--- config.mk ---
export PLATFORM = sky130hd
export DESIGN_NAME = fetch_flat
export DESIGN_NICKNAME = d
export VERILOG_FILES = /design/src/procPkg.sv /design/src/stageBus.sv /design/src/fetch.sv /design/src/flat_wrapper.sv
export SDC_FILE = /design/constraint.sdc
export NUM_CORES = 1
export LEC_CHECK = 0
export ABC_AREA = 1
export BUFFER_PORTS_ARGS = -buffer_cell sky130_fd_sc_hd__buf_2
export CAP_MARGIN = 20
export CELL_PAD_IN_SITES_DETAIL_PLACEMENT = 1
export CELL_PAD_IN_SITES_GLOBAL_PLACEMENT = 1
export CORE_MARGIN = 3
export CORE_UTILIZATION = 26
export CTS_BUF_LIST = sky130_fd_sc_hd__clkbuf_8
export CTS_CLUSTER_DIAMETER = 60
export CTS_CLUSTER_SIZE = 10
export DETAILED_ROUTE_END_ITERATION = 6
export GPL_ROUTABILITY_DRIVEN = 0
export PLACE_DENSITY = 0.82
export SYNTH_ARGS = -nofsm -noshare
export SYNTH_HDL_FRONTEND = slang
export SYNTH_SLANG_ARGS = --single-unit
--- constraint.sdc ---
create_clock -name clk -period 1.2 [get_ports clk]
set_clock_uncertainty 0.2 [all_clocks]
set_input_delay 0 -clock clk [delete_from_list [all_inputs] [get_ports clk]]
set_output_delay 0 -clock clk [all_outputs]
set_load 0.02 [all_outputs]
--- src/prog.hex ---
// One 16-bit instruction word per line in hex, starting at word address 0
// Columns: instruction word, then its assembly form
6205  // LBI  r1, 5
64FD  // LBI  r2, -3
0000  // NOP
0000  // NOP
1650  // ADD  r3, r1, r2
2850  // SUB  r4, r1, r2
3AE0  // AND  r5, r3, r4    back-to-back use of r4
4D08  // XOR  r6, r4, r1
5E7E  // ADDI r7, r1, -2
51DF  // ADDI r0, r7, 31
8604  // ST   r3, [r0 + 4]
8E3F  // ST   r7, [r0 - 1]
7204  // LD   r1, [r0 + 4]
1448  // ADD  r2, r1, r1    load followed by its use
7A3F  // LD   r5, [r0 - 1]
9A02  // BEQZ r5, +2        not taken
AA02  // BNEZ r5, +2        taken
6C77  // LBI  r6, 0x77      flushed
6E66  // LBI  r7, 0x66      flushed
2B68  // SUB  r5, r5, r5
9A01  // BEQZ r5, +1        taken
5241  // ADDI r1, r1, 1     flushed
B002  // J    +2
6611  // LBI  r3, 0x11      flushed
6822  // LBI  r4, 0x22      flushed
AA05  // BNEZ r5, +5        not taken
4680  // XOR  r3, r2, r0
8683  // ST   r3, [r2 + 3]  store data from the previous result
6803  // LBI  r4, 3         loop counter
5D82  // ADDI r6, r6, 2     loop body
593F  // ADDI r4, r4, -1
A8FD  // BNEZ r4, -3        back to the loop body
8C00  // ST   r6, [r0 + 0]
F000  // HALT
6255  // LBI  r1, 0x55      never issues

--- src/procPkg.sv ---
// Shared word types, opcode encodings and memory sizes, referenced by scoped name from every stage
package procPkg;

    typedef logic [15:0] word_t;     // Data and instruction word
    typedef logic [2:0]  regAddr_t;  // Register index
    typedef logic [7:0]  pc_t;       // Word address into either memory
    typedef logic [3:0]  opcode_t;   // Instruction bits 15:12

    // Instruction fields
    //   rd 11:9, rs 8:6, rt 5:3, imm6 5:0, imm8 7:0, imm12 11:0
    //   ST stores rd, BEQZ and BNEZ test rd
    localparam opcode_t OP_NOP  = 4'h0;
    localparam opcode_t OP_ADD  = 4'h1;  // rd = rs + rt
    localparam opcode_t OP_SUB  = 4'h2;  // rd = rs - rt
    localparam opcode_t OP_AND  = 4'h3;
    localparam opcode_t OP_XOR  = 4'h4;
    localparam opcode_t OP_ADDI = 4'h5;  // rd = rs + sext(imm6)
    localparam opcode_t OP_LBI  = 4'h6;  // rd = sext(imm8)
    localparam opcode_t OP_LD   = 4'h7;  // rd = mem[rs + sext(imm6)]
    localparam opcode_t OP_ST   = 4'h8;  // mem[rs + sext(imm6)] = rd
    localparam opcode_t OP_BEQZ = 4'h9;  // pc + 1 + sext(imm8) if rd == 0
    localparam opcode_t OP_BNEZ = 4'hA;  // pc + 1 + sext(imm8) if rd != 0
    localparam opcode_t OP_J    = 4'hB;  // pc + 1 + sext(imm12)
    localparam opcode_t OP_HALT = 4'hF;

    localparam int IMEM_DEPTH = 256;  // Instruction ROM words
    localparam int DMEM_DEPTH = 256;  // Data RAM words
    localparam int NUM_REGS   = 8;

endpackage

--- src/stageBus.sv ---
// One instruction's state between two pipeline stages; the upstream stage drives src, the next reads sink
interface stageBus;

    logic               valid;
    procPkg::pc_t       pc;
    procPkg::word_t     instr;
    procPkg::word_t     opA;       // First register operand
    procPkg::word_t     opB;       // Second operand or store data
    procPkg::word_t     result;    // ALU result or memory address
    procPkg::regAddr_t  destReg;
    logic               regWrite;

    modport src (
        output valid, pc, instr, opA, opB, result, destReg, regWrite
    );

    modport sink (
        input valid, pc, instr, opA, opB, result, destReg, regWrite
    );

endinterface

--- src/fetch.sv ---
// Fetch stage with the PC, the instruction ROM loaded from prog.hex and the IF/ID register
module fetch (
    input  logic          clk,
    input  logic          rstN,
    input  logic          stall,     // Hold PC and IF/ID
    input  logic          redirect,  // Taken branch or jump in execute
    input  procPkg::pc_t  target,
    input  logic          halted,
    stageBus.src          out
);

    procPkg::word_t rom [procPkg::IMEM_DEPTH];

    procPkg::pc_t   pc;
    procPkg::pc_t   idPc;      // IF/ID payload
    procPkg::word_t idInstr;
    logic           idValid;

    initial begin
        $readmemh("/design/src/prog.hex", rom);
    end

    // Control state, redirect wins over stall
    always_ff @(posedge clk or negedge rstN) begin
        if (!rstN) begin
            pc      <= '0;
            idValid <= 1'b0;
        end else if (redirect) begin
            pc      <= target;
            idValid <= 1'b0;  // Drop the wrong-path fetch
        end else if (!stall) begin
            pc      <= pc + 8'd1;
            idValid <= !halted;
        end
    end

    always_ff @(posedge clk) begin
        if (!stall && !redirect) begin
            idPc    <= pc;
            idInstr <= rom[pc];
        end
    end

    assign out.valid    = idValid;
    assign out.pc       = idPc;
    assign out.instr    = idInstr;
    assign out.opA      = '0;  // Filled in by decode
    assign out.opB      = '0;
    assign out.result   = '0;
    assign out.destReg  = '0;
    assign out.regWrite = 1'b0;

endmodule

--- src/flat_wrapper.sv ---
// flat-port wrapper written by rule: the top's interface ports become plain ports
module fetch_flat 
  (clk, rstN, stall, redirect, target, halted, out_valid, out_pc, out_instr, out_opA, out_opB, out_result, out_destReg, out_regWrite);
  stageBus out_i ();
  input  logic clk;
  input  logic rstN;
  input  logic stall;
  input  logic redirect;
  input  procPkg::pc_t target;
  input  logic halted;
  output wire logic [$bits(out_i.valid)-1:0] out_valid;
  output wire logic [$bits(out_i.pc)-1:0] out_pc;
  output wire logic [$bits(out_i.instr)-1:0] out_instr;
  output wire logic [$bits(out_i.opA)-1:0] out_opA;
  output wire logic [$bits(out_i.opB)-1:0] out_opB;
  output wire logic [$bits(out_i.result)-1:0] out_result;
  output wire logic [$bits(out_i.destReg)-1:0] out_destReg;
  output wire logic [$bits(out_i.regWrite)-1:0] out_regWrite;
  assign out_valid = out_i.valid;
  assign out_pc = out_i.pc;
  assign out_instr = out_i.instr;
  assign out_opA = out_i.opA;
  assign out_opB = out_i.opB;
  assign out_result = out_i.result;
  assign out_destReg = out_i.destReg;
  assign out_regWrite = out_i.regWrite;
  fetch u_core (.clk(clk), .rstN(rstN), .stall(stall), .redirect(redirect), .target(target), .halted(halted), .out(out_i));
endmodule
======== Yosys cells after proc, flatten, opt, wreduce, memory -nomap -nowiden ========
Cells that the tools add are included.
storage, ports and cells
  output and inout bits ................... 77
  register bits after elaboration ......... 33
  input port bits ......................... 13
operators by class
  reductions and logical operators ........ 4
  add/sub/neg operators ................... 1
  muxes and demuxes ....................... 4
  eq/ne operators ......................... 1
operators by type and width
  operator                                        number
  2-to-1 mux 8 bit                                2
  adder 8 x 1 -> 8 bit (second input constant)    1
  zero test 1 bit                                 3
  2-to-1 mux 1 bit                                2
  != test 2 x 1 -> 1 bit (second input constant)  1
  logical AND 1 bit                               1

======== Depth between registers and ports, before layout ========
  depth after elaboration ................. 3
  depth in mapped cells ................... 6

======== Worst setup path before layout ========
Ideal clock, no wire load.
  path kind ............................... reg2reg
  start ................................... register u_core.pc[1]
  end ..................................... register u_core.pc[6]
  arrival time ............................ 921 ps
  slack ................................... -39 ps
  path buffers ............................ 0
  required time ........................... 883 ps
  clock period less this slack ............ 1239 ps
  stages on the path, launching flop included .. 7
  cell sequence ........................... dfrtp_1 -> ha_1 -> nand3_1 -> nor2_1 -> nand2_1 -> nand3_1 -> nand2_1
on the way
  cells in the longest elaborated chain, start to end .. 3
RTL lines
  element                 RTL line     source
  start, declared         fetch.sv:14  procPkg::pc_t pc;
  start signal, assigned  fetch.sv:29  pc <= target;
  start signal, assigned  fetch.sv:32  pc <= pc + 8'd1;
  adder 8 x 1 -> 8 bit    fetch.sv:32
  2-to-1 mux 8 bit        fetch.sv:31  end else if (!stall) begin
  2-to-1 mux 8 bit        fetch.sv:28  end else if (redirect) begin
Every way passes these cells. The select of a mux whose other input is x is not followed.
A chain may end at the register's enable or synchronous reset.

======== Worst setup path after layout ========
Ends and elaborated chain as after synthesis.

==> out/qor.yml <==
synthesis:
  synth_top_area_share_pct: 38.8
  synth_flop_cell: "dfrtp_1"
  synthTopCellsByCount: "68 x buf_4, 31 x nand2_1, 11 x inv_1"
  syn-instance-count: 157
  avgSynthCellArea_um2: 8.38
  yosysTopAreaCell: "buf_4"
  synth_area_leaders: "buf_4 39%, edfxtp_1 18%, dfrtp_1 17%"
  ys_types: 20
  ys_seq_area_share_pct: 35.4
  async_reset_ff_share_pct: 52.9
  syn_area_mm2: 0.00132
  yosysMostFrequentCell: "buf_4"
  ys_ff_latch: 17
  yosysWarnings: 0
  synth_edf_count: 8
route:
  ant_nets: 0
  drc: 0
  dr_total_vias: 982
  drt-total-wl_um: 3110
  wire_per_inst_um: 11.5
  via_per_inst: 3.64
  first_pass_iters: 4
  initialDrtViolationCount: 29
power_and_ir_drop:
  peakVddDrop_mv: 0.311
  p_per_area_mw_per_mm2: 1070
  leakage_nw: 0.799
timing:
  worst_slack_ns: -0.126
  finalHoldViolCount: 0
  fin_crit_sh_pct: 111
  drv_slew: 0
  rsz0062_at_grt: "yes"
  whs_ns: 0.00384
  setup_viol: 5
  setup_tns_ns: -0.350
  max_clock_freq_mhz: 754
  fin_crit_ns: 1.33
floorplan:
  die_w_um: 77.1
  num_rows: 25
  pin_count: 90
  initial_core_util_pct: 27.3
  core_area_mm2: 0.00482
  chipHeight_um: 77.1
  die_area_mm2: 0.00595
critical_path:
  r2r-end: "u_core.pc[6]"
  reg2regPathDepth: 6
  cp_cell_sequence: "ha_2 > nand3_4 > nor2_4 > nand2_2 > nand3_2 > nand2_1"
  endpoint_kind: "flip-flop"
  crit_type: "reg -> reg"
  r2r-start: "u_core.pc[1]"
  cp.arrival_ns: 1.27
  cpMaxStageDelayCell: "dfrtp_1"
  crit_fanout: 3
  slowest_delay_ns: 0.37
  ff2ff_setup_slack_ns: -0.13
  crit_required_ns: 1.15
  startpoint_type: "flip-flop"
hold_path:
  hold_depth: 5
  hp-class: "in -> reg"
  hp-start: "stall"
  whs_endpoint: "u_core.pc[7]"
run_status:
  violations: "negative setup slack"
  outcome: "finished with violations"
global_routing:
  gr-total-overflow: 0
  grt_pass1_wl_um: 4270
  grt_max_degree: 17
  antenna_found_initial: 0
  grt_util_all_layers_pct: 8.96
  grt_pass1_vias: 945
layout:
  fin_util_pct: 32.4
  nets: 218
  drive_gt1_share_pct: 25.1
  area_growth_pct: 18.6
  n_antenna_cell: 0
clocking:
  cts_buffers: 3
  clock_latency_ns: 0.25
  htree_levels: 1
  cts_num_sinks: 17
  clk_pin_slew_ns: 0.07
  root_buffer: "clkbuf_8"
  cts_tree: "done"
  cts_buffer_depth: 2
placement:
  place.port_buffers: 21
  hpwlAfterDp_um: 2100
  pre_cts_ws_ns: -0.144
flow_run:
  max_cap_violations: 0
==> logic make-up (layout without fill, tap and decap cells) <==
group	count (synthesis)	count (layout)	synth area share, %
AO/OA/AOI/OAI	9	9	4.38
AND/OR/NAND/NOR	47	47	15.2
XOR/XNOR	1	1	0.666
buffers and inverters	81	60	43.1
other	1	68	0.285
flip-flops	17	17	35.4
adder cells (fa/ha/maj)	1	1	0.951
==> worst max-delay path: cells and delay by family (launching register included) <==
family                     cells  cell delay, ns
adders and majority gates      1            0.22
and+or+nand+nor                5            0.42
DFF                            1            0.37
==> sequential cells by signal, summed over array words and instances, names as in the netlist <==
name              count
u_core.out.pc         8
u_core.pc             8
u_core.out.valid      1
==> how the worst max path moves through the flow <==
stage                  from            to  slack [ns]  cells after the start
2_1_floorplan  u_core.pc[1]  u_core.pc[6]       -0.02                      6
3_3_place_gp   u_core.pc[0]  u_core.pc[6]       -0.03                      6
3_5_place_dp   u_core.pc[0]  u_core.pc[6]       -0.14                      6
4_1_cts        u_core.pc[1]  u_core.pc[6]       -0.11                      6
5_1_grt        u_core.pc[0]  u_core.pc[6]       -0.16                      6
6_report       u_core.pc[1]  u_core.pc[6]       -0.13                      6
==> power breakdown <==
group	total [mW]	switching, mW	internal (mW)
Clock	0.430	0.203	0.227
Sequential	0.714	0.0454	0.669
Combinational	0.520	0.371	0.149
==> per-stage QoR <==
step | instances | area (µm²) | total power, mW
after global routing | 270 | 1560 | 1.73
after detailed placement | 248 | 1290 | 1.14
after global placement | 248 | 1290 | 1.13
after CTS | 267 | 1490 | 1.61
final | 270 | 1560 | 1.66
after floorplan | 224 | 1570 | 1.20
==> cell type report <==
| class | instances | area [µm²] |
|---|---|---|
| flip-flops and latches | 17 | 469 |
| repair buffers | 44 | 325 |
| multi-input cells | 126 | 592 |
| fillers | 611 | 3260 |
| clock buffers | 3 | 41.3 |
| clock inverters | 1 | 3.75 |
| inverters | 12 | 45.0 |
| well taps | 67 | 83.8 |
==> what timing repair did <==
action | CTS | global route
setup endpoints to repair | 6 | 14
endpoints found under the hold margin | 18 | 1
cloned | 0 | 0
gates resized for setup | 3 | 13
hold buffers | 14 | 1
setup buffers | 1 | 3
pin swaps | 1 | 4
==> placed cells by master, fill, tap and decap left out, types with 2 or more instances in the layout <==
cell,count
edfxtp_1,8
conb_1,68
dfrtp_1,6
inv_2,2
buf_4,8
nand3_1,6
dfrtp_2,3
nor2_4,4
inv_1,11
dlygate4sd3_1,14
buf_2,21
o21ai_1,5
nand2_2,2
clkbuf_8,3
nand3_2,2
nand2_1,29
==> metal layers <==
metal,GRT usage (%),vias to the layer above,wire length [µm]
met4,5.52,0,64
met3,1.41,7,220
met5,0,-,0
li1,-,443,-
met2,18.1,51,1850
met1,8.13,481,972
Power figures use the tool's default switching activity.
