### src/procPkg.sv
// Shared word types, opcode encodings and memory sizes, referenced by scoped name from every stage
package procPkg;

    typedef logic [15:0] word_t;     // Data and instruction word
    typedef logic [2:0]  regAddr_t;  // Register index
    typedef logic [7:0]  pc_t;       // Word address into either memory
    typedef logic [3:0]  opcode_t;   // Instruction bits 15:12

    // Instruction fields
    //   rd 11:9, rs 8:6, rt 5:3, imm6 5:0, imm8 7:0, imm12 11:0
    //   ST stores rd, BEQZ and BNEZ test rd
    localparam opcode_t OP_NOP  = 4'h0;
    localparam opcode_t OP_ADD  = 4'h1;  // rd = rs + rt
    localparam opcode_t OP_SUB  = 4'h2;  // rd = rs - rt
    localparam opcode_t OP_AND  = 4'h3;
    localparam opcode_t OP_XOR  = 4'h4;
    localparam opcode_t OP_ADDI = 4'h5;  // rd = rs + sext(imm6)
    localparam opcode_t OP_LBI  = 4'h6;  // rd = sext(imm8)
    localparam opcode_t OP_LD   = 4'h7;  // rd = mem[rs + sext(imm6)]
    localparam opcode_t OP_ST   = 4'h8;  // mem[rs + sext(imm6)] = rd
    localparam opcode_t OP_BEQZ = 4'h9;  // pc + 1 + sext(imm8) if rd == 0
    localparam opcode_t OP_BNEZ = 4'hA;  // pc + 1 + sext(imm8) if rd != 0
    localparam opcode_t OP_J    = 4'hB;  // pc + 1 + sext(imm12)
    localparam opcode_t OP_HALT = 4'hF;

    localparam int IMEM_DEPTH = 256;  // Instruction ROM words
    localparam int DMEM_DEPTH = 256;  // Data RAM words
    localparam int NUM_REGS   = 8;

endpackage

### src/stageBus.sv
// One instruction's state between two pipeline stages; the upstream stage drives src, the next reads sink
interface stageBus;

    logic               valid;
    procPkg::pc_t       pc;
    procPkg::word_t     instr;
    procPkg::word_t     opA;       // First register operand
    procPkg::word_t     opB;       // Second operand or store data
    procPkg::word_t     result;    // ALU result or memory address
    procPkg::regAddr_t  destReg;
    logic               regWrite;

    modport src (
        output valid, pc, instr, opA, opB, result, destReg, regWrite
    );

    modport sink (
        input valid, pc, instr, opA, opB, result, destReg, regWrite
    );

endinterface

### src/memory.sv
// Memory stage with the data RAM and the MEM/WB register that drives register writeback and halt
module memory (
    input  logic               clk,
    input  logic               rstN,
    stageBus.sink              in,
    output logic               wbEn,
    output procPkg::regAddr_t  wbAddr,
    output procPkg::word_t     wbData,
    output logic               memWe,
    output procPkg::pc_t       memAddr,
    output procPkg::word_t     memWrData,
    output logic               halted   // Sticky once HALT retires
);

    procPkg::word_t   ram [procPkg::DMEM_DEPTH];
    procPkg::opcode_t op;
    logic             wbHalt;  // HALT sitting in MEM/WB

    assign op        = in.instr[15:12];
    assign memWe     = in.valid && op == procPkg::OP_ST;
    assign memAddr   = in.result[7:0];
    assign memWrData = in.opB;

    always_ff @(posedge clk) begin
        if (memWe) begin
            ram[memAddr] <= memWrData;
        end
    end

    always_ff @(posedge clk or negedge rstN) begin
        if (!rstN) begin
            wbEn   <= 1'b0;
            wbHalt <= 1'b0;
            halted <= 1'b0;
        end else begin
            wbEn   <= in.valid && in.regWrite;
            wbHalt <= in.valid && op == procPkg::OP_HALT;
            if (wbHalt) begin
                halted <= 1'b1;
            end
        end
    end

    always_ff @(posedge clk) begin
        wbAddr <= in.destReg;
        wbData <= (op == procPkg::OP_LD) ? ram[memAddr] : in.result;  // Load data or ALU
    end

endmodule

### src/flat_wrapper.sv
// flat-port wrapper written by rule: the top's interface ports become plain ports
module memory_flat 
  (clk, rstN, wbEn, wbAddr, wbData, memWe, memAddr, memWrData, halted, in_valid, in_pc, in_instr, in_opA, in_opB, in_result, in_destReg, in_regWrite);
  stageBus in_i ();
  input  logic clk;
  input  logic rstN;
  output logic wbEn;
  output procPkg::regAddr_t wbAddr;
  output procPkg::word_t wbData;
  output logic memWe;
  output procPkg::pc_t memAddr;
  output procPkg::word_t memWrData;
  output logic halted;
  input wire logic [$bits(in_i.valid)-1:0] in_valid;
  input wire logic [$bits(in_i.pc)-1:0] in_pc;
  input wire logic [$bits(in_i.instr)-1:0] in_instr;
  input wire logic [$bits(in_i.opA)-1:0] in_opA;
  input wire logic [$bits(in_i.opB)-1:0] in_opB;
  input wire logic [$bits(in_i.result)-1:0] in_result;
  input wire logic [$bits(in_i.destReg)-1:0] in_destReg;
  input wire logic [$bits(in_i.regWrite)-1:0] in_regWrite;
  assign in_i.valid = in_valid;
  assign in_i.pc = in_pc;
  assign in_i.instr = in_instr;
  assign in_i.opA = in_opA;
  assign in_i.opB = in_opB;
  assign in_i.result = in_result;
  assign in_i.destReg = in_destReg;
  assign in_i.regWrite = in_regWrite;
  memory u_core (.clk(clk), .rstN(rstN), .in(in_i), .wbEn(wbEn), .wbAddr(wbAddr), .wbData(wbData), .memWe(memWe), .memAddr(memAddr), .memWrData(memWrData), .halted(halted));
endmodule
### config.mk
export PLATFORM = sky130hd
export DESIGN_NAME = memory_flat
export DESIGN_NICKNAME = d
export VERILOG_FILES = /design/src/procPkg.sv /design/src/stageBus.sv /design/src/memory.sv /design/src/flat_wrapper.sv
export SDC_FILE = /design/constraint.sdc
export NUM_CORES = 2
export LEC_CHECK = 0
export BUFFER_PORTS_ARGS = -buffer_cell sky130_fd_sc_hd__buf_2
export CAP_MARGIN = 20
export CORE_MARGIN = 2
export CORE_UTILIZATION = 30
export DETAILED_ROUTE_END_ITERATION = 8
export PLACE_DENSITY_LB_ADDON = 0.05
export SLEW_MARGIN = 20
export SYNTH_ARGS = -nofsm -noshare
export SYNTH_HDL_FRONTEND = slang
export SYNTH_SLANG_ARGS = --single-unit
### constraint.sdc
create_clock -name clk -period 2.5 [get_ports clk]
set_clock_uncertainty 0.15 [all_clocks]
set_input_delay 0.5 -clock clk [delete_from_list [all_inputs] [get_ports clk]]
set_output_delay 0.5 -clock clk [all_outputs]
set_load 0.1 [all_outputs]
Word level (Yosys, flattened, before mapping)
Memories as Yosys holds them, arrays and structs flattened.
Index checks and enable logic that the tools add are counted.
{"block": "op_classes", "n_reduce_logical": 3, "n_eq_ne": 3, "n_mux": 3}
{"op": "$mux W16", "count": 1}
{"op": "$eq A4 B4 Y1 const B", "count": 2}
{"op": "$eq A4 B3 Y1 const B", "count": 1}
{"op": "$logic_and A1 B1 Y1", "count": 3}
{"op": "$mux W1", "count": 2}
{"block": "totals", "in_bits": 79, "regBits": 22, "elab_cells": 15, "n_memories": 1, "out_inout_bits": 46, "ram_bits": 4096}
{"name": "u_core.ram", "depth": 256, "word_bits": 16, "read_ports": 1, "rd_ports_with_merged_regs": 0, "write_ports": 1, "line": "memory.sv:15", "text": "procPkg::word_t ram [procPkg::DMEM_DEPTH];"}

Longest topological paths before layout
{"block": "logic_depth", "ltp_word": 4, "depth_mapped": 14, "ltp_nobuf": 7}

Worst setup path before layout
No wires, ideal clock.
{"block": "synth_timing", "path_kind": "input to register", "start": "input in_instr[12]", "end": "memory u_core.ram[112][0] (netlist name) (enable)", "stages": 5, "path_buffers": 1, "required_ps": 1962, "path_slack_ps": -3312, "setup_time_ps": 388, "t_arrival_ps": 5273, "path_cell_list": "nor4_1 -> nor3b_1 -> nand2_1 -> buf_2 -> nor2_1"}
{"block": "synth_between", "elab_chain_cells": 4}
{"element": "start, declared", "line": "flat_wrapper.sv:16", "text": "input wire logic [$bits(in_i.instr)-1:0] in_instr;"}
{"element": "$eq A4 B4 Y1", "line": "memory.sv:20", "text": "assign memWe = in.valid && op == procPkg::OP_ST;"}
{"element": "$logic_and A1 B1 Y1", "line": "memory.sv:20"}
{"element": "$mux W1", "line": "memory.sv:25", "text": "if (memWe) begin"}
{"element": "$mux W1 (implied by the code)", "line": "memory.sv:26", "text": "ram[memAddr] <= memWrData;"}
{"element": "end, declared", "line": "memory.sv:15"}
Every way passes these cells.

Final worst setup path
{"block": "layout_timing", "start": "memory u_core.ram[87][4] (netlist name)", "end": "register u_core.wbData[4]"}
{"block": "layout_between", "elab_chain_cells": 2}
{"element": "$mem_v2 Z256 W16"}
{"element": "$mux W16", "line": "memory.sv:46", "text": "wbData <= (op == procPkg::OP_LD) ? ram[memAddr] : in.result;"}
{"element": "end signal, assigned", "line": "memory.sv:46"}
{"element": "end, declared", "line": "memory.sv:8", "text": "output procPkg::word_t wbData,"}
Every way passes these cells.
A chain may end at the register's enable or synchronous reset.

==> impl_metrics.json <==
{
  "grtUsageTotal": 0.215,
  "clk_latency_ps": 1030,
  "rr_worst_depth": 9,
  "path_clk_slew_ps": 60,
  "fin_cells": 16100,
  "cp_slowest_stage_delay_ps": 520,
  "power_density_nw_per_um2": 762,
  "r2r_start": "u_core.ram[87][4]$_DFFE_PP_",
  "final_cell_mix": "edfxtp_1 (4096), mux4_2 (990), buf_4 (953)",
  "antenna_found_initial": 60,
  "routed_wl_um": 582000,
  "multiInputGateArea_um2": 34200,
  "slowest_stage": "mux4_2",
  "syn_nets": 7149,
  "ios": 125,
  "fmax_ghz": 0.339,
  "violations": "negative setup slack",
  "worstMarginPinSlew_ps": 916,
  "yosysWarnings": 0,
  "vias": 81800,
  "clock_path_buffers": 4,
  "p_seq_frac": 0.497,
  "finalHoldViolations": 0,
  "h-tree-depth": 5,
  "routed_via_density": 5.07,
  "syn_area_um2": 159000,
  "status": "finished, violations left",
  "dr.pass1.iters": 5,
  "finalSetupTns_ps": -11540,
  "hpwl_um": 391000,
  "netlist-cell-type-count": 72,
  "drc": 0,
  "ys_ff_latch": 4118,
  "reg2reg_slack_ps": -450,
  "die_width_um": 731,
  "core_area_um2": 527000,
  "slew_headroom": 0.389,
  "synth_area_leaders": "edfxtp_1 (78%), mux4_2 (14%), mux2i_1 (1.8%), nor2_1 (0.74%), a22oi_1 (0.57%)",
  "synth_top_area_cell": "edfxtp_1",
  "initialDrtViolationCount": 8252,
  "ys_async_sr_fraction": 0.000729,
  "clkPwrFrac": 0.436,
  "overflow": 0,
  "fin_ws_ps": -450,
  "min_period_ps": 2950,
  "die-area_um2": 534000,
  "fin_crit_sh": 1.18,
  "cts_tree": "built",
  "finalSetupViolCount": 356,
  "p_switching_w": 0.0347,
  "crit_type": "reg -> reg",
  "layout_commonest_cell": "edfxtp_1",
  "clock-sinks": 4118,
  "die_h_um": 731,
  "area_growth_pct": 26.6,
  "synthCells": 7070,
  "p_int_w": 0.118,
  "grt_pass1_wl_um": 776000,
  "synth_area_per_cell_um2": 22.4,
  "path_cells": "mux4_2 > mux4_2 > nor2b_1 > nor4_4 > buf_4 > nand4_1 > buf_6 > a21oi_1 > nor2_1",
  "critical_path_required_ps": 3250,
  "drive_gt1_frac": 0.400,
  "grt_max_degree": 112,
  "wl_per_cell_um": 36.1,
  "worstHoldPathType": "in -> reg",
  "p_comb_frac": 0.067,
  "ys_seq_area_frac": 0.779,
  "cpMostUsedCell": "mux4_2",
  "synthFlopType": "edfxtp_1",
  "root_buffer": "clkbuf_16",
  "leakagePower_nw": 64.6,
  "r2r-end": "u_core.wbData[4]$_DFF_P_",
  "worstHoldPathCells": 5,
  "placedCellCount": 15200,
  "rsz0062_at_grt": "true",
  "gp_congestion": 0.803,
  "ant_nets": 0,
  "fin_nets": 8816,
  "numCtsBuffers": 468,
  "n_fill_cell": 47700,
  "grt_pass1_vias": 83900,
  "arrival_ps": 3700,
  "holdPathEnd": "u_core.wbData[4]$_DFF_P_",
  "startpoint_type": "flip-flop",
  "io_buffers": 88,
  "worst-path-max-fanout": 1,
  "regArea_um2": 123000,
  "p_sw_frac": 0.227,
  "rows": 267,
  "start_util": 0.301,
  "synth_edf_count": 4096,
  "synth_top_cell_area_share": 0.776,
  "slew_violations": 0,
  "maxCapViolations": 0,
  "cp-end-kind": "flip-flop",
  "peakVddDrop_uv": 647,
  "worstHoldStart": "in_result[4]"
}
==> registers in the layout, summed over array words and instances, names as in the netlist <==
register       count
u_core.halted      1
u_core.ram      4096
u_core.wbAddr      3
u_core.wbData     16
u_core.wbEn        1
u_core.wbHalt      1
==> stage by stage <==
stage / setup slack (ps) / power [W] / area [um^2] / hold WS (ps) / util
2_1_floorplan: -946 / 0.0814 / 159000 / 54.4 / -
3_3_place_gp: -2390 / 0.0873 / 184000 / 146 / 0.348
3_5_place_dp: -1950 / 0.0874 / 184000 / 151 / 0.348
4_1_cts: -528 / 0.155 / 200000 / 43.0 / 0.379
5_1_grt: -537 / 0.157 / 201000 / 103 / 0.380
6_report: -450 / 0.153 / 201000 / 130 / 0.381
==> cell type report <==
class,instances,share of cell area
diodes,13,0.000162
clock buffers,591,0.0613
clock inverters,256,0.0118
inverters,8,0.000199
multi-input cells,2517,0.170
flip-flops and latches,4118,0.615
well taps,6994,0.0436
repair buffers,1624,0.0973
==> Yosys cell counts (all sizes together), types with 12 or more instances <==
| master | n |
|---|---|
| a21oi | 92 |
| a22oi | 121 |
| a31oi | 12 |
| a32oi | 52 |
| buf | 317 |
| clkbuf | 110 |
| dfxtp | 19 |
| edfxtp | 4096 |
| mux2 | 13 |
| mux2i | 279 |
| mux4 | 1006 |
| nand2 | 209 |
| nand2b | 12 |
| nand3 | 73 |
| nand4 | 14 |
| nor2 | 311 |
| nor2b | 26 |
| nor3 | 28 |
| nor4 | 23 |
| o21ai | 32 |
| o22ai | 83 |
==> worst max-delay path, delay by kind of cell (launching register included) <==
kind	cells	cell delay [ps]
buffers and inverters	2	410
AND/OR/NAND/NOR	4	780
multiplexers	2	1000
flip-flops	1	360
AO/OA/AOI/OAI	1	130
==> how the worst max path moves through the flow <==
stage | start | end | slack, ps | cells after the start
after floorplan | in_instr[14] | u_core.ram[48][0]$_DFFE_PP_ | -950 | 5
after global placement | in_result[1] | u_core.wbData[9]$_DFF_P_ | -2390 | 10
after detailed placement | in_result[0] | u_core.wbData[4]$_DFF_P_ | -1950 | 12
after CTS | u_core.ram[87][4]$_DFFE_PP_ | u_core.wbData[4]$_DFF_P_ | -530 | 9
after global routing | u_core.ram[83][4]$_DFFE_PP_ | u_core.wbData[4]$_DFF_P_ | -540 | 9
final | u_core.ram[87][4]$_DFFE_PP_ | u_core.wbData[4]$_DFF_P_ | -450 | 9
==> metal layers <==
metal	part of all wire	wire length, um	global-route usage
met5	0.000022	13	0
met4	0.019	11100	0.0381
met3	0.048	27700	0.0284
met2	0.48	281000	0.354
met1	0.45	262000	0.308
==> power groups by stage <==
stage	combinational [W]	clock (W)	sequential (W)
CTS	0.0103	0.0685	0.0760
global placement	0.00986	0	0.0774
global route	0.0107	0.0708	0.0760
detailed placement	0.00992	0	0.0774
floorplan	0.00375	0	0.0776
finish	0.0102	0.0668	0.0760
==> timing repair <==
item                                     CTS  global route
setup buffers                             10            39
pin swaps                                 45            29
gates resized for setup                  202            72
endpoints found under the setup margin   460           678
cloned                                     2             3
hold endpoints to repair                1079             1
hold buffers                              45             1
==> kinds of logic (layout without fill, tap and decap cells) <==
| group | after synthesis | in the layout | synth area share |
|---|---|---|---|
| buf+inv | 435 | 2479 | 0.0177 |
| mux | 1298 | 1298 | 0.162 |
| simple gates | 733 | 733 | 0.0203 |
| flops | 4118 | 4118 | 0.779 |
| compound gates | 486 | 486 | 0.0214 |
| other cells | 0 | 13 | 0 |
(Power assumes the default switching activity.)
