$ cat config.mk
export PLATFORM = sky130hd
export DESIGN_NAME = decode_flat
export DESIGN_NICKNAME = d
export VERILOG_FILES = /design/src/procPkg.sv /design/src/stageBus.sv /design/src/decode.sv /design/src/flat_wrapper.sv
export SDC_FILE = /design/constraint.sdc
export NUM_CORES = 1
export LEC_CHECK = 0
export BUFFER_PORTS_ARGS = -buffer_cell sky130_fd_sc_hd__buf_2
export CAP_MARGIN = 10
export CORE_MARGIN = 2
export CORE_UTILIZATION = 48
export DETAILED_ROUTE_END_ITERATION = 8
export PLACE_DENSITY = 0.78
export SYNTH_ARGS = -nofsm -noshare
export SYNTH_HDL_FRONTEND = slang
export SYNTH_SLANG_ARGS = --single-unit
$ cat constraint.sdc
create_clock -name clk -period 2 [get_ports clk]
set_clock_uncertainty 0.1 [all_clocks]
set_input_delay 0.2 -clock clk [delete_from_list [all_inputs] [get_ports clk]]
set_output_delay 0.2 -clock clk [all_outputs]
set_load 0.02 [all_outputs]
$ cat src/procPkg.sv
// Shared word types, opcode encodings and memory sizes, referenced by scoped name from every stage
package procPkg;

    typedef logic [15:0] word_t;     // Data and instruction word
    typedef logic [2:0]  regAddr_t;  // Register index
    typedef logic [7:0]  pc_t;       // Word address into either memory
    typedef logic [3:0]  opcode_t;   // Instruction bits 15:12

    // Instruction fields
    //   rd 11:9, rs 8:6, rt 5:3, imm6 5:0, imm8 7:0, imm12 11:0
    //   ST stores rd, BEQZ and BNEZ test rd
    localparam opcode_t OP_NOP  = 4'h0;
    localparam opcode_t OP_ADD  = 4'h1;  // rd = rs + rt
    localparam opcode_t OP_SUB  = 4'h2;  // rd = rs - rt
    localparam opcode_t OP_AND  = 4'h3;
    localparam opcode_t OP_XOR  = 4'h4;
    localparam opcode_t OP_ADDI = 4'h5;  // rd = rs + sext(imm6)
    localparam opcode_t OP_LBI  = 4'h6;  // rd = sext(imm8)
    localparam opcode_t OP_LD   = 4'h7;  // rd = mem[rs + sext(imm6)]
    localparam opcode_t OP_ST   = 4'h8;  // mem[rs + sext(imm6)] = rd
    localparam opcode_t OP_BEQZ = 4'h9;  // pc + 1 + sext(imm8) if rd == 0
    localparam opcode_t OP_BNEZ = 4'hA;  // pc + 1 + sext(imm8) if rd != 0
    localparam opcode_t OP_J    = 4'hB;  // pc + 1 + sext(imm12)
    localparam opcode_t OP_HALT = 4'hF;

    localparam int IMEM_DEPTH = 256;  // Instruction ROM words
    localparam int DMEM_DEPTH = 256;  // Data RAM words
    localparam int NUM_REGS   = 8;

endpackage

$ cat src/stageBus.sv
// One instruction's state between two pipeline stages; the upstream stage drives src, the next reads sink
interface stageBus;

    logic               valid;
    procPkg::pc_t       pc;
    procPkg::word_t     instr;
    procPkg::word_t     opA;       // First register operand
    procPkg::word_t     opB;       // Second operand or store data
    procPkg::word_t     result;    // ALU result or memory address
    procPkg::regAddr_t  destReg;
    logic               regWrite;

    modport src (
        output valid, pc, instr, opA, opB, result, destReg, regWrite
    );

    modport sink (
        input valid, pc, instr, opA, opB, result, destReg, regWrite
    );

endinterface

$ cat src/decode.sv
// Decode stage with the register file, hazard stall logic and the ID/EX register
module decode (
    input  logic               clk,
    input  logic               rstN,
    stageBus.sink              in,
    stageBus.src               out,
    input  logic               redirect,  // Flush the instruction moving into ID/EX
    input  logic               wbEn,
    input  procPkg::regAddr_t  wbAddr,
    input  procPkg::word_t     wbData,
    stageBus.sink              exDest,    // EX/MEM, checked for pending writes
    output logic               stall
);

    procPkg::word_t regs [procPkg::NUM_REGS];

    procPkg::opcode_t  op;
    procPkg::regAddr_t srcA, srcB, destReg;
    logic              useA, useB, regWrite;
    procPkg::word_t    rdA, rdB;
    logic              hazA, hazB, isHalt, issue;
    logic              haltSent;  // HALT already passed into ID/EX

    // ID/EX register
    logic              exValid;
    logic              exRegWrite;
    procPkg::regAddr_t exDestReg;
    procPkg::pc_t      exPc;
    procPkg::word_t    exInstr, exOpA, exOpB;

    assign op = in.instr[15:12];

    always_comb begin
        srcA     = in.instr[8:6];   // rs
        srcB     = in.instr[5:3];   // rt
        destReg  = in.instr[11:9];  // rd
        useA     = 1'b0;
        useB     = 1'b0;
        regWrite = 1'b0;
        case (op)
            procPkg::OP_ADD, procPkg::OP_SUB, procPkg::OP_AND, procPkg::OP_XOR: begin
                useA     = 1'b1;
                useB     = 1'b1;
                regWrite = 1'b1;
            end
            procPkg::OP_ADDI, procPkg::OP_LD: begin
                useA     = 1'b1;
                regWrite = 1'b1;
            end
            procPkg::OP_LBI: regWrite = 1'b1;
            procPkg::OP_ST: begin
                useA = 1'b1;
                useB = 1'b1;
                srcB = in.instr[11:9];  // Store data comes from rd
            end
            procPkg::OP_BEQZ, procPkg::OP_BNEZ: begin
                useA = 1'b1;
                srcA = in.instr[11:9];  // Tested register
            end
            procPkg::OP_NOP, procPkg::OP_J, procPkg::OP_HALT: ;
            default: ;  // Unused encodings behave as NOP
        endcase
    end

    // Write-through so a writeback this cycle is seen by the read
    assign rdA = (wbEn && wbAddr == srcA) ? wbData : regs[srcA];
    assign rdB = (wbEn && wbAddr == srcB) ? wbData : regs[srcB];

    // Pending writers in ID/EX and EX/MEM; MEM/WB is covered by write-through
    assign hazA = useA && ((exValid && exRegWrite && exDestReg == srcA) ||
                           (exDest.valid && exDest.regWrite && exDest.destReg == srcA));
    assign hazB = useB && ((exValid && exRegWrite && exDestReg == srcB) ||
                           (exDest.valid && exDest.regWrite && exDest.destReg == srcB));

    assign isHalt = (op == procPkg::OP_HALT);
    assign stall  = in.valid && (hazA || hazB || isHalt);  // HALT freezes fetch for good
    assign issue  = in.valid && !hazA && !hazB && !haltSent;

    always_ff @(posedge clk or negedge rstN) begin
        if (!rstN) begin
            for (int i = 0; i < procPkg::NUM_REGS; i++) begin
                regs[i] <= '0;
            end
        end else if (wbEn) begin
            regs[wbAddr] <= wbData;
        end
    end

    always_ff @(posedge clk or negedge rstN) begin
        if (!rstN) begin
            exValid  <= 1'b0;
            haltSent <= 1'b0;
        end else begin
            exValid <= issue && !redirect;  // Bubble on stall or flush
            if (issue && !redirect && isHalt) begin
                haltSent <= 1'b1;
            end
        end
    end

    always_ff @(posedge clk) begin
        exPc       <= in.pc;
        exInstr    <= in.instr;
        exOpA      <= rdA;
        exOpB      <= rdB;
        exDestReg  <= destReg;
        exRegWrite <= regWrite;
    end

    assign out.valid    = exValid;
    assign out.pc       = exPc;
    assign out.instr    = exInstr;
    assign out.opA      = exOpA;
    assign out.opB      = exOpB;
    assign out.result   = '0;  // Produced in execute
    assign out.destReg  = exDestReg;
    assign out.regWrite = exRegWrite;

endmodule

$ cat src/flat_wrapper.sv
// flat-port wrapper written by rule: the top's interface ports become plain ports
module decode_flat 
  (clk, rstN, redirect, wbEn, wbAddr, wbData, stall, in_valid, in_pc, in_instr, in_opA, in_opB, in_result, in_destReg, in_regWrite, out_valid, out_pc, out_instr, out_opA, out_opB, out_result, out_destReg, out_regWrite, exDest_valid, exDest_pc, exDest_instr, exDest_opA, exDest_opB, exDest_result, exDest_destReg, exDest_regWrite);
  stageBus in_i ();
  stageBus out_i ();
  stageBus exDest_i ();
  input  logic clk;
  input  logic rstN;
  input  logic redirect;
  input  logic wbEn;
  input  procPkg::regAddr_t wbAddr;
  input  procPkg::word_t wbData;
  output logic stall;
  input wire logic [$bits(in_i.valid)-1:0] in_valid;
  input wire logic [$bits(in_i.pc)-1:0] in_pc;
  input wire logic [$bits(in_i.instr)-1:0] in_instr;
  input wire logic [$bits(in_i.opA)-1:0] in_opA;
  input wire logic [$bits(in_i.opB)-1:0] in_opB;
  input wire logic [$bits(in_i.result)-1:0] in_result;
  input wire logic [$bits(in_i.destReg)-1:0] in_destReg;
  input wire logic [$bits(in_i.regWrite)-1:0] in_regWrite;
  output wire logic [$bits(out_i.valid)-1:0] out_valid;
  output wire logic [$bits(out_i.pc)-1:0] out_pc;
  output wire logic [$bits(out_i.instr)-1:0] out_instr;
  output wire logic [$bits(out_i.opA)-1:0] out_opA;
  output wire logic [$bits(out_i.opB)-1:0] out_opB;
  output wire logic [$bits(out_i.result)-1:0] out_result;
  output wire logic [$bits(out_i.destReg)-1:0] out_destReg;
  output wire logic [$bits(out_i.regWrite)-1:0] out_regWrite;
  input wire logic [$bits(exDest_i.valid)-1:0] exDest_valid;
  input wire logic [$bits(exDest_i.pc)-1:0] exDest_pc;
  input wire logic [$bits(exDest_i.instr)-1:0] exDest_instr;
  input wire logic [$bits(exDest_i.opA)-1:0] exDest_opA;
  input wire logic [$bits(exDest_i.opB)-1:0] exDest_opB;
  input wire logic [$bits(exDest_i.result)-1:0] exDest_result;
  input wire logic [$bits(exDest_i.destReg)-1:0] exDest_destReg;
  input wire logic [$bits(exDest_i.regWrite)-1:0] exDest_regWrite;
  assign in_i.valid = in_valid;
  assign in_i.pc = in_pc;
  assign in_i.instr = in_instr;
  assign in_i.opA = in_opA;
  assign in_i.opB = in_opB;
  assign in_i.result = in_result;
  assign in_i.destReg = in_destReg;
  assign in_i.regWrite = in_regWrite;
  assign out_valid = out_i.valid;
  assign out_pc = out_i.pc;
  assign out_instr = out_i.instr;
  assign out_opA = out_i.opA;
  assign out_opB = out_i.opB;
  assign out_result = out_i.result;
  assign out_destReg = out_i.destReg;
  assign out_regWrite = out_i.regWrite;
  assign exDest_i.valid = exDest_valid;
  assign exDest_i.pc = exDest_pc;
  assign exDest_i.instr = exDest_instr;
  assign exDest_i.opA = exDest_opA;
  assign exDest_i.opB = exDest_opB;
  assign exDest_i.result = exDest_result;
  assign exDest_i.destReg = exDest_destReg;
  assign exDest_i.regWrite = exDest_regWrite;
  decode u_core (.clk(clk), .rstN(rstN), .in(in_i), .out(out_i), .redirect(redirect), .wbEn(wbEn), .wbAddr(wbAddr), .wbData(wbData), .exDest(exDest_i), .stall(stall));
endmodule
### Yosys cells after proc, flatten, opt, wreduce, memory -nomap -nowiden

Index checks and enable logic that the tools add are counted.

* $mul: 0
* divide/modulo/power cells: 0
* add/subtract/negate cells: 0
* shifts and indexed selects: 0
* reductions and logical operators: 29
* order comparisons: 4
* equal/unequal tests: 17
* mux-type cells: 16
* bitwise gates (word level): 3

Operators by type and width (count)
* $bwmux 128: 1
* $mux 16: 7
* $bmux 16 s3: 2
* $demux 16 s3: 1
* $eq 3x3->1: 6
* $logic_and 1x1->1: 17
* $eq 4x3->1 const B: 4
* $eq 4x4->1 const B: 4
* $ge 4x4->1 const B: 3
* $not 3->4: 3
* $reduce_or 9->1: 1
* $eq 4x2->1 const B: 2
* $reduce_or 7->1: 1
* $mux 3: 2
* $reduce_or 5->1: 1
* $eq 4x1->1 const B: 1
* $logic_not 1->1: 4
* $logic_or 1x1->1: 4
* $lt 4x1->1 const B: 1
* $mux 1: 3
* $reduce_or 2->1: 1

* memories kept: 0
* memory bits (writable): 0
* register bits: 190
* bits in latches: 0
* bits in read-only memories: 0

### Logic depth before layout (Yosys ltp)

* word-level depth: 13
* mapped depth: 9

### Worst setup path after synthesis

Ideal clock, no wire load.

* path kind: input to output
* from: input in_instr[12]
* to: output stall
* path slack: -0.216 ns
* arrival: 1.916 ns
* data required time: 1.700 ns
* cell stages on the path: 8
* path through: buf_4 > nor4b_4 > mux2_2 > buf_4 > xnor2_1 > o2111ai_1 > nand4_1 > o21a_1

* cells in the longest elaborated chain, start to end: 10
* elaborated cells on any way between the ends: 32
* classes of those cells: 14 x eq/ne; 4 x mux; 14 x reduce/logical

RTL lines
* start, declared: RTL line flat_wrapper.sv:16 `input wire logic [$bits(in_i.instr)-1:0] in_instr;`
* $eq 4x4->1: RTL line decode.sv:40 `case (op)`
* $reduce_or 2->1: RTL line decode.sv:40
* $mux 3: RTL line decode.sv:40
* $eq 3x3->1, on equally long branches: RTL line decode.sv:70, decode.sv:71
* $logic_and 1x1->1, on equally long branches: RTL line decode.sv:70, decode.sv:71
* $logic_or 1x1->1: RTL line decode.sv:70 `assign hazA = useA && ((exValid && exRegWrite && exDestReg == srcA) ||`
* $logic_and 1x1->1: RTL line decode.sv:70
* $logic_or 1x1->1: RTL line decode.sv:76 `assign stall = in.valid && (hazA || hazB || isHalt);`
* $logic_or 1x1->1 (*): RTL line decode.sv:76
* $logic_and 1x1->1 (*): RTL line decode.sv:76
* end, declared: RTL line flat_wrapper.sv:13 `output logic stall;`

Every way passes the cells marked *; elsewhere a longest branch is shown, timed or not.

### Worst setup path in the final report

* from: input in_instr[13]
* to: output stall

Same word-level chain as after synthesis.

==> qor.yml <==
run_status:
  run_status: "finished, violations left"
  violations: "negative setup slack"
setup_path:
  worstSetupPathType: "input port to output port"
  crit_path_end_kind: "output port"
  crit_chain: "buf_6 -> or4b_4 -> mux2i_4 -> xor2_1 -> o2111ai_1 -> nand4_1 -> o21a_2 -> buf_6"
  path_common_cell: "buf_6"
  slowest_delay_ns: 0.58
  cp_num_buf_inv: 2
  critPathArrivalTime_ns: 1.96
  required_ns: 1.70
  startpoint_type: "input port"
  crit_family: "simple AND/OR/NAND/NOR gates"
  cp_max_fo: 5
  critPathSlowestCell: "or4b_4"
cells_and_area:
  utilization: 0.6113
  diodes: 0
  fin_area_um2: 12020
  syn_to_final_growth_pct: 24.12
  fin_nets: 1279
  drive_gt1_frac: 0.3668
clocking:
  cts_sinks: 187
  clk_latency_ns: 0.44
  path_clk_slew_ns: 0.07
  clockRootBuffer: "clkbuf_16"
  cts_tree: "done"
  clock_path_buffers: 2
  cts_made_buffers: 17
  htreeDepth: 4
floorplan:
  initial_core_util: 0.4926
  die_x_um: 146.0
  coreArea_um2: 19650
  io_pins: 255
  die-area_um2: 21320
  rows: 51
  die_h_um: 146.0
yosys:
  synth_cell_types: 63
  synth.top_cell.area_share: 0.3360
  yosysWarnings: 0
  syn_area_per_cell_um2: 10.51
  synthesis.area_um2: 9681
  synth.most_common_cell: "nand2_1"
  netlist_instances: 921
  synth.largest_area_cell: "dfrtp_1"
  synth_edf_count: 0
  synth_common_cells: "nand2_1, mux2_2, dfrtp_1"
  synth-seq-cells: 187
  synthArstFlopShare: 0.6952
  synth.area.top_cells: "dfrtp_1, mux2_2, dfxtp_1"
  synthFlopType: "dfrtp_1"
  ys_seq_area_frac: 0.4539
global_routing:
  grt_start_max_net_pins: 65
  grt_pass1_wl_um: 43130
  antenna_found_initial: 0
  grt_pass1_vias: 8037
  grt_overflow_total: 0
  grt_use_total: 0.2573
placement:
  postPlaceCellArea_um2: 10820
  io_buffer_count: 114
  dp_hpwl_um: 17130
  place_ws_ns: -0.4250
  place.gp.congestion: 0.8632
sta:
  post-route-min-period_ns: 2.259
  hold_viol: 0
  setup_ws_ns: -0.2591
  setup_violations: 1
  slew_headroom: 0.5123
  fin_crit_sh: 1.130
  worst_pin_slew_ns: 0.7316
  maxSlewViolCount: 0
  rsz0062_at_grt: "true"
  holdWs_ns: 0.01026
  fmax_mhz: 442.7
route:
  drc_errors: 0
  first_pass_iters: 5
  drtIter0Drc: 729
  dr_total_vias: 8016
  antenna_left: 0
  wirelength_um: 26990
  wire_per_inst_um: 19.56
  viasPerCell: 5.809
power_and_ir_drop:
  p_total_mw: 11.24
  switching_share: 0.3022
  p_comb_frac: 0.234
  p_clk_frac: 0.317
  power_frac_seq: 0.449
  power.density_nw_per_um2: 935.3
  internal_power_mw: 7.841
  leakagePower_nw: 5.284
  p_switching_mw: 3.397
  vdd_drop_max_uv: 579.0
run:
  drv_cap: 0
min_path:
  hold_class: "input port to flop"
## flip-flops by register name, summed over array words and instances (netlist names)
register,cells
u_core.regs,128
u_core.out.opA,16
u_core.out.opB,16
u_core.out.instr,14
u_core.out.pc,8
u_core.out.destReg,2
u_core.haltSent,1
u_core.out.regWrite,1
u_core.out.valid,1
## metal layers
layer,up-vias,share of wire,GRT usage
met2,415,0.47,0.4083
met1,3905,0.43,0.3471
met5,-,0,0
li1,3638,-,-
met4,0,0.024,0.1087
met3,58,0.078,0.04875
## worst min-delay path: stages
cell,delay [ns]
buf_2,0.17
nand2_1,0.09
o21ai_2,0.05
## power by group through the flow
stage	clock, mW	combinational [mW]	sequential [mW]
3_3_place_gp	0	2.44	5.06
3_5_place_dp	0	2.51	5.09
6_report	3.56	2.63	5.05
2_1_floorplan	0	1.58	5.17
4_1_cts	3.60	2.61	5.03
5_1_grt	3.77	2.86	5.13
## stage by stage
step,TNS (ns),std cells
floorplan,-0.03195,936
global placement,-10.66,1298
detailed placement,-12.28,1298
CTS,-0.2399,1378
global route,-0.3145,1380
finish,-0.2591,1380
## cell usage in the layout, fill, tap and decap left out, types with 4 or more instances in the layout
| cell | synthesis | routed |
|---|---|---|
| buf_2 | 19 | 108 |
| nand4_1 | 20 | 20 |
| nand2b_1 | 5 | 5 |
| buf_4 | 35 | 77 |
| xor2_1 | 7 | 7 |
| nand4b_1 | 4 | 4 |
| mux2_1 | 12 | 12 |
| o21ai_1 | 13 | 13 |
| inv_1 | 5 | 5 |
| a21oi_1 | 9 | 8 |
| nand3_1 | 66 | 66 |
| buf_6 | 10 | 6 |
| clkbuf_16 | 0 | 18 |
| dfxtp_1 | 57 | 56 |
| dlygate4sd3_1 | 0 | 42 |
| nand2_1 | 152 | 152 |
| o21ai_2 | 6 | 6 |
| a2111oi_0 | 13 | 12 |
| buf_12 | 1 | 13 |
| mux2_2 | 134 | 133 |
| dfrtp_1 | 130 | 130 |
| mux2i_1 | 18 | 17 |
| xnor2_1 | 8 | 6 |
| a211oi_1 | 49 | 49 |
| and3_1 | 49 | 49 |
| conb_1 | 1 | 16 |
## final timing paths
| path | startpoint | to | slack (ns) | depth (start not counted) |
|---|---|---|---|---|
| worst max-delay path | in_instr[13] | stall | -0.26 | 8 |
| worst min-delay path | wbData[9] | u_core.out.opB[9]$_DFF_P_ | 0.01 | 3 |
| worst max register to register | u_core.regs[63]$_DFFE_PN0P_ | u_core.out.opA[15]$_DFF_P_ | 0.37 | 4 |
| worst min register to register | u_core.haltSent$_DFFE_PN0P_ | u_core.out.valid$_DFF_PN0_ | 0.35 | 1 |
| max in group asynchronous | rstN | u_core.regs[63]$_DFFE_PN0P_ | 1.04 | 3 |
| min in group asynchronous | rstN | u_core.regs[43]$_DFFE_PN0P_ | 0.11 | 2 |
## area by class of cell
| cell class | count | area, um2 |
|---|---|---|
| timing repair buffer | 247 | 1874 |
| tap | 265 | 331.6 |
| sequential | 187 | 4398 |
| fill | 1620 | 7639 |
| clock buffer | 22 | 495.5 |
| inverter | 5 | 18.77 |
| multi-input combinational | 644 | 4770 |
| clock inverter | 10 | 127.6 |
## kinds of logic after synthesis
kind of cell,Yosys count,share of synthesized area
flops,187,0.4539
fa+ha+maj,1,0.001034
xor+xnor,17,0.01926
mux,165,0.1908
buf+inv,105,0.06618
compound gates,117,0.09655
other cells,1,0.0003874
simple gates,328,0.1719
## what timing repair did
action,CTS,global route
setup buffers,6,3
gates cloned,0,0
endpoints found under the setup margin,8,24
resized for setup,11,15
pin swaps,6,5
hold buffers,42,0
endpoints found under the hold margin,161,0
No activity file was read; power rests on OpenSTA's default activity.
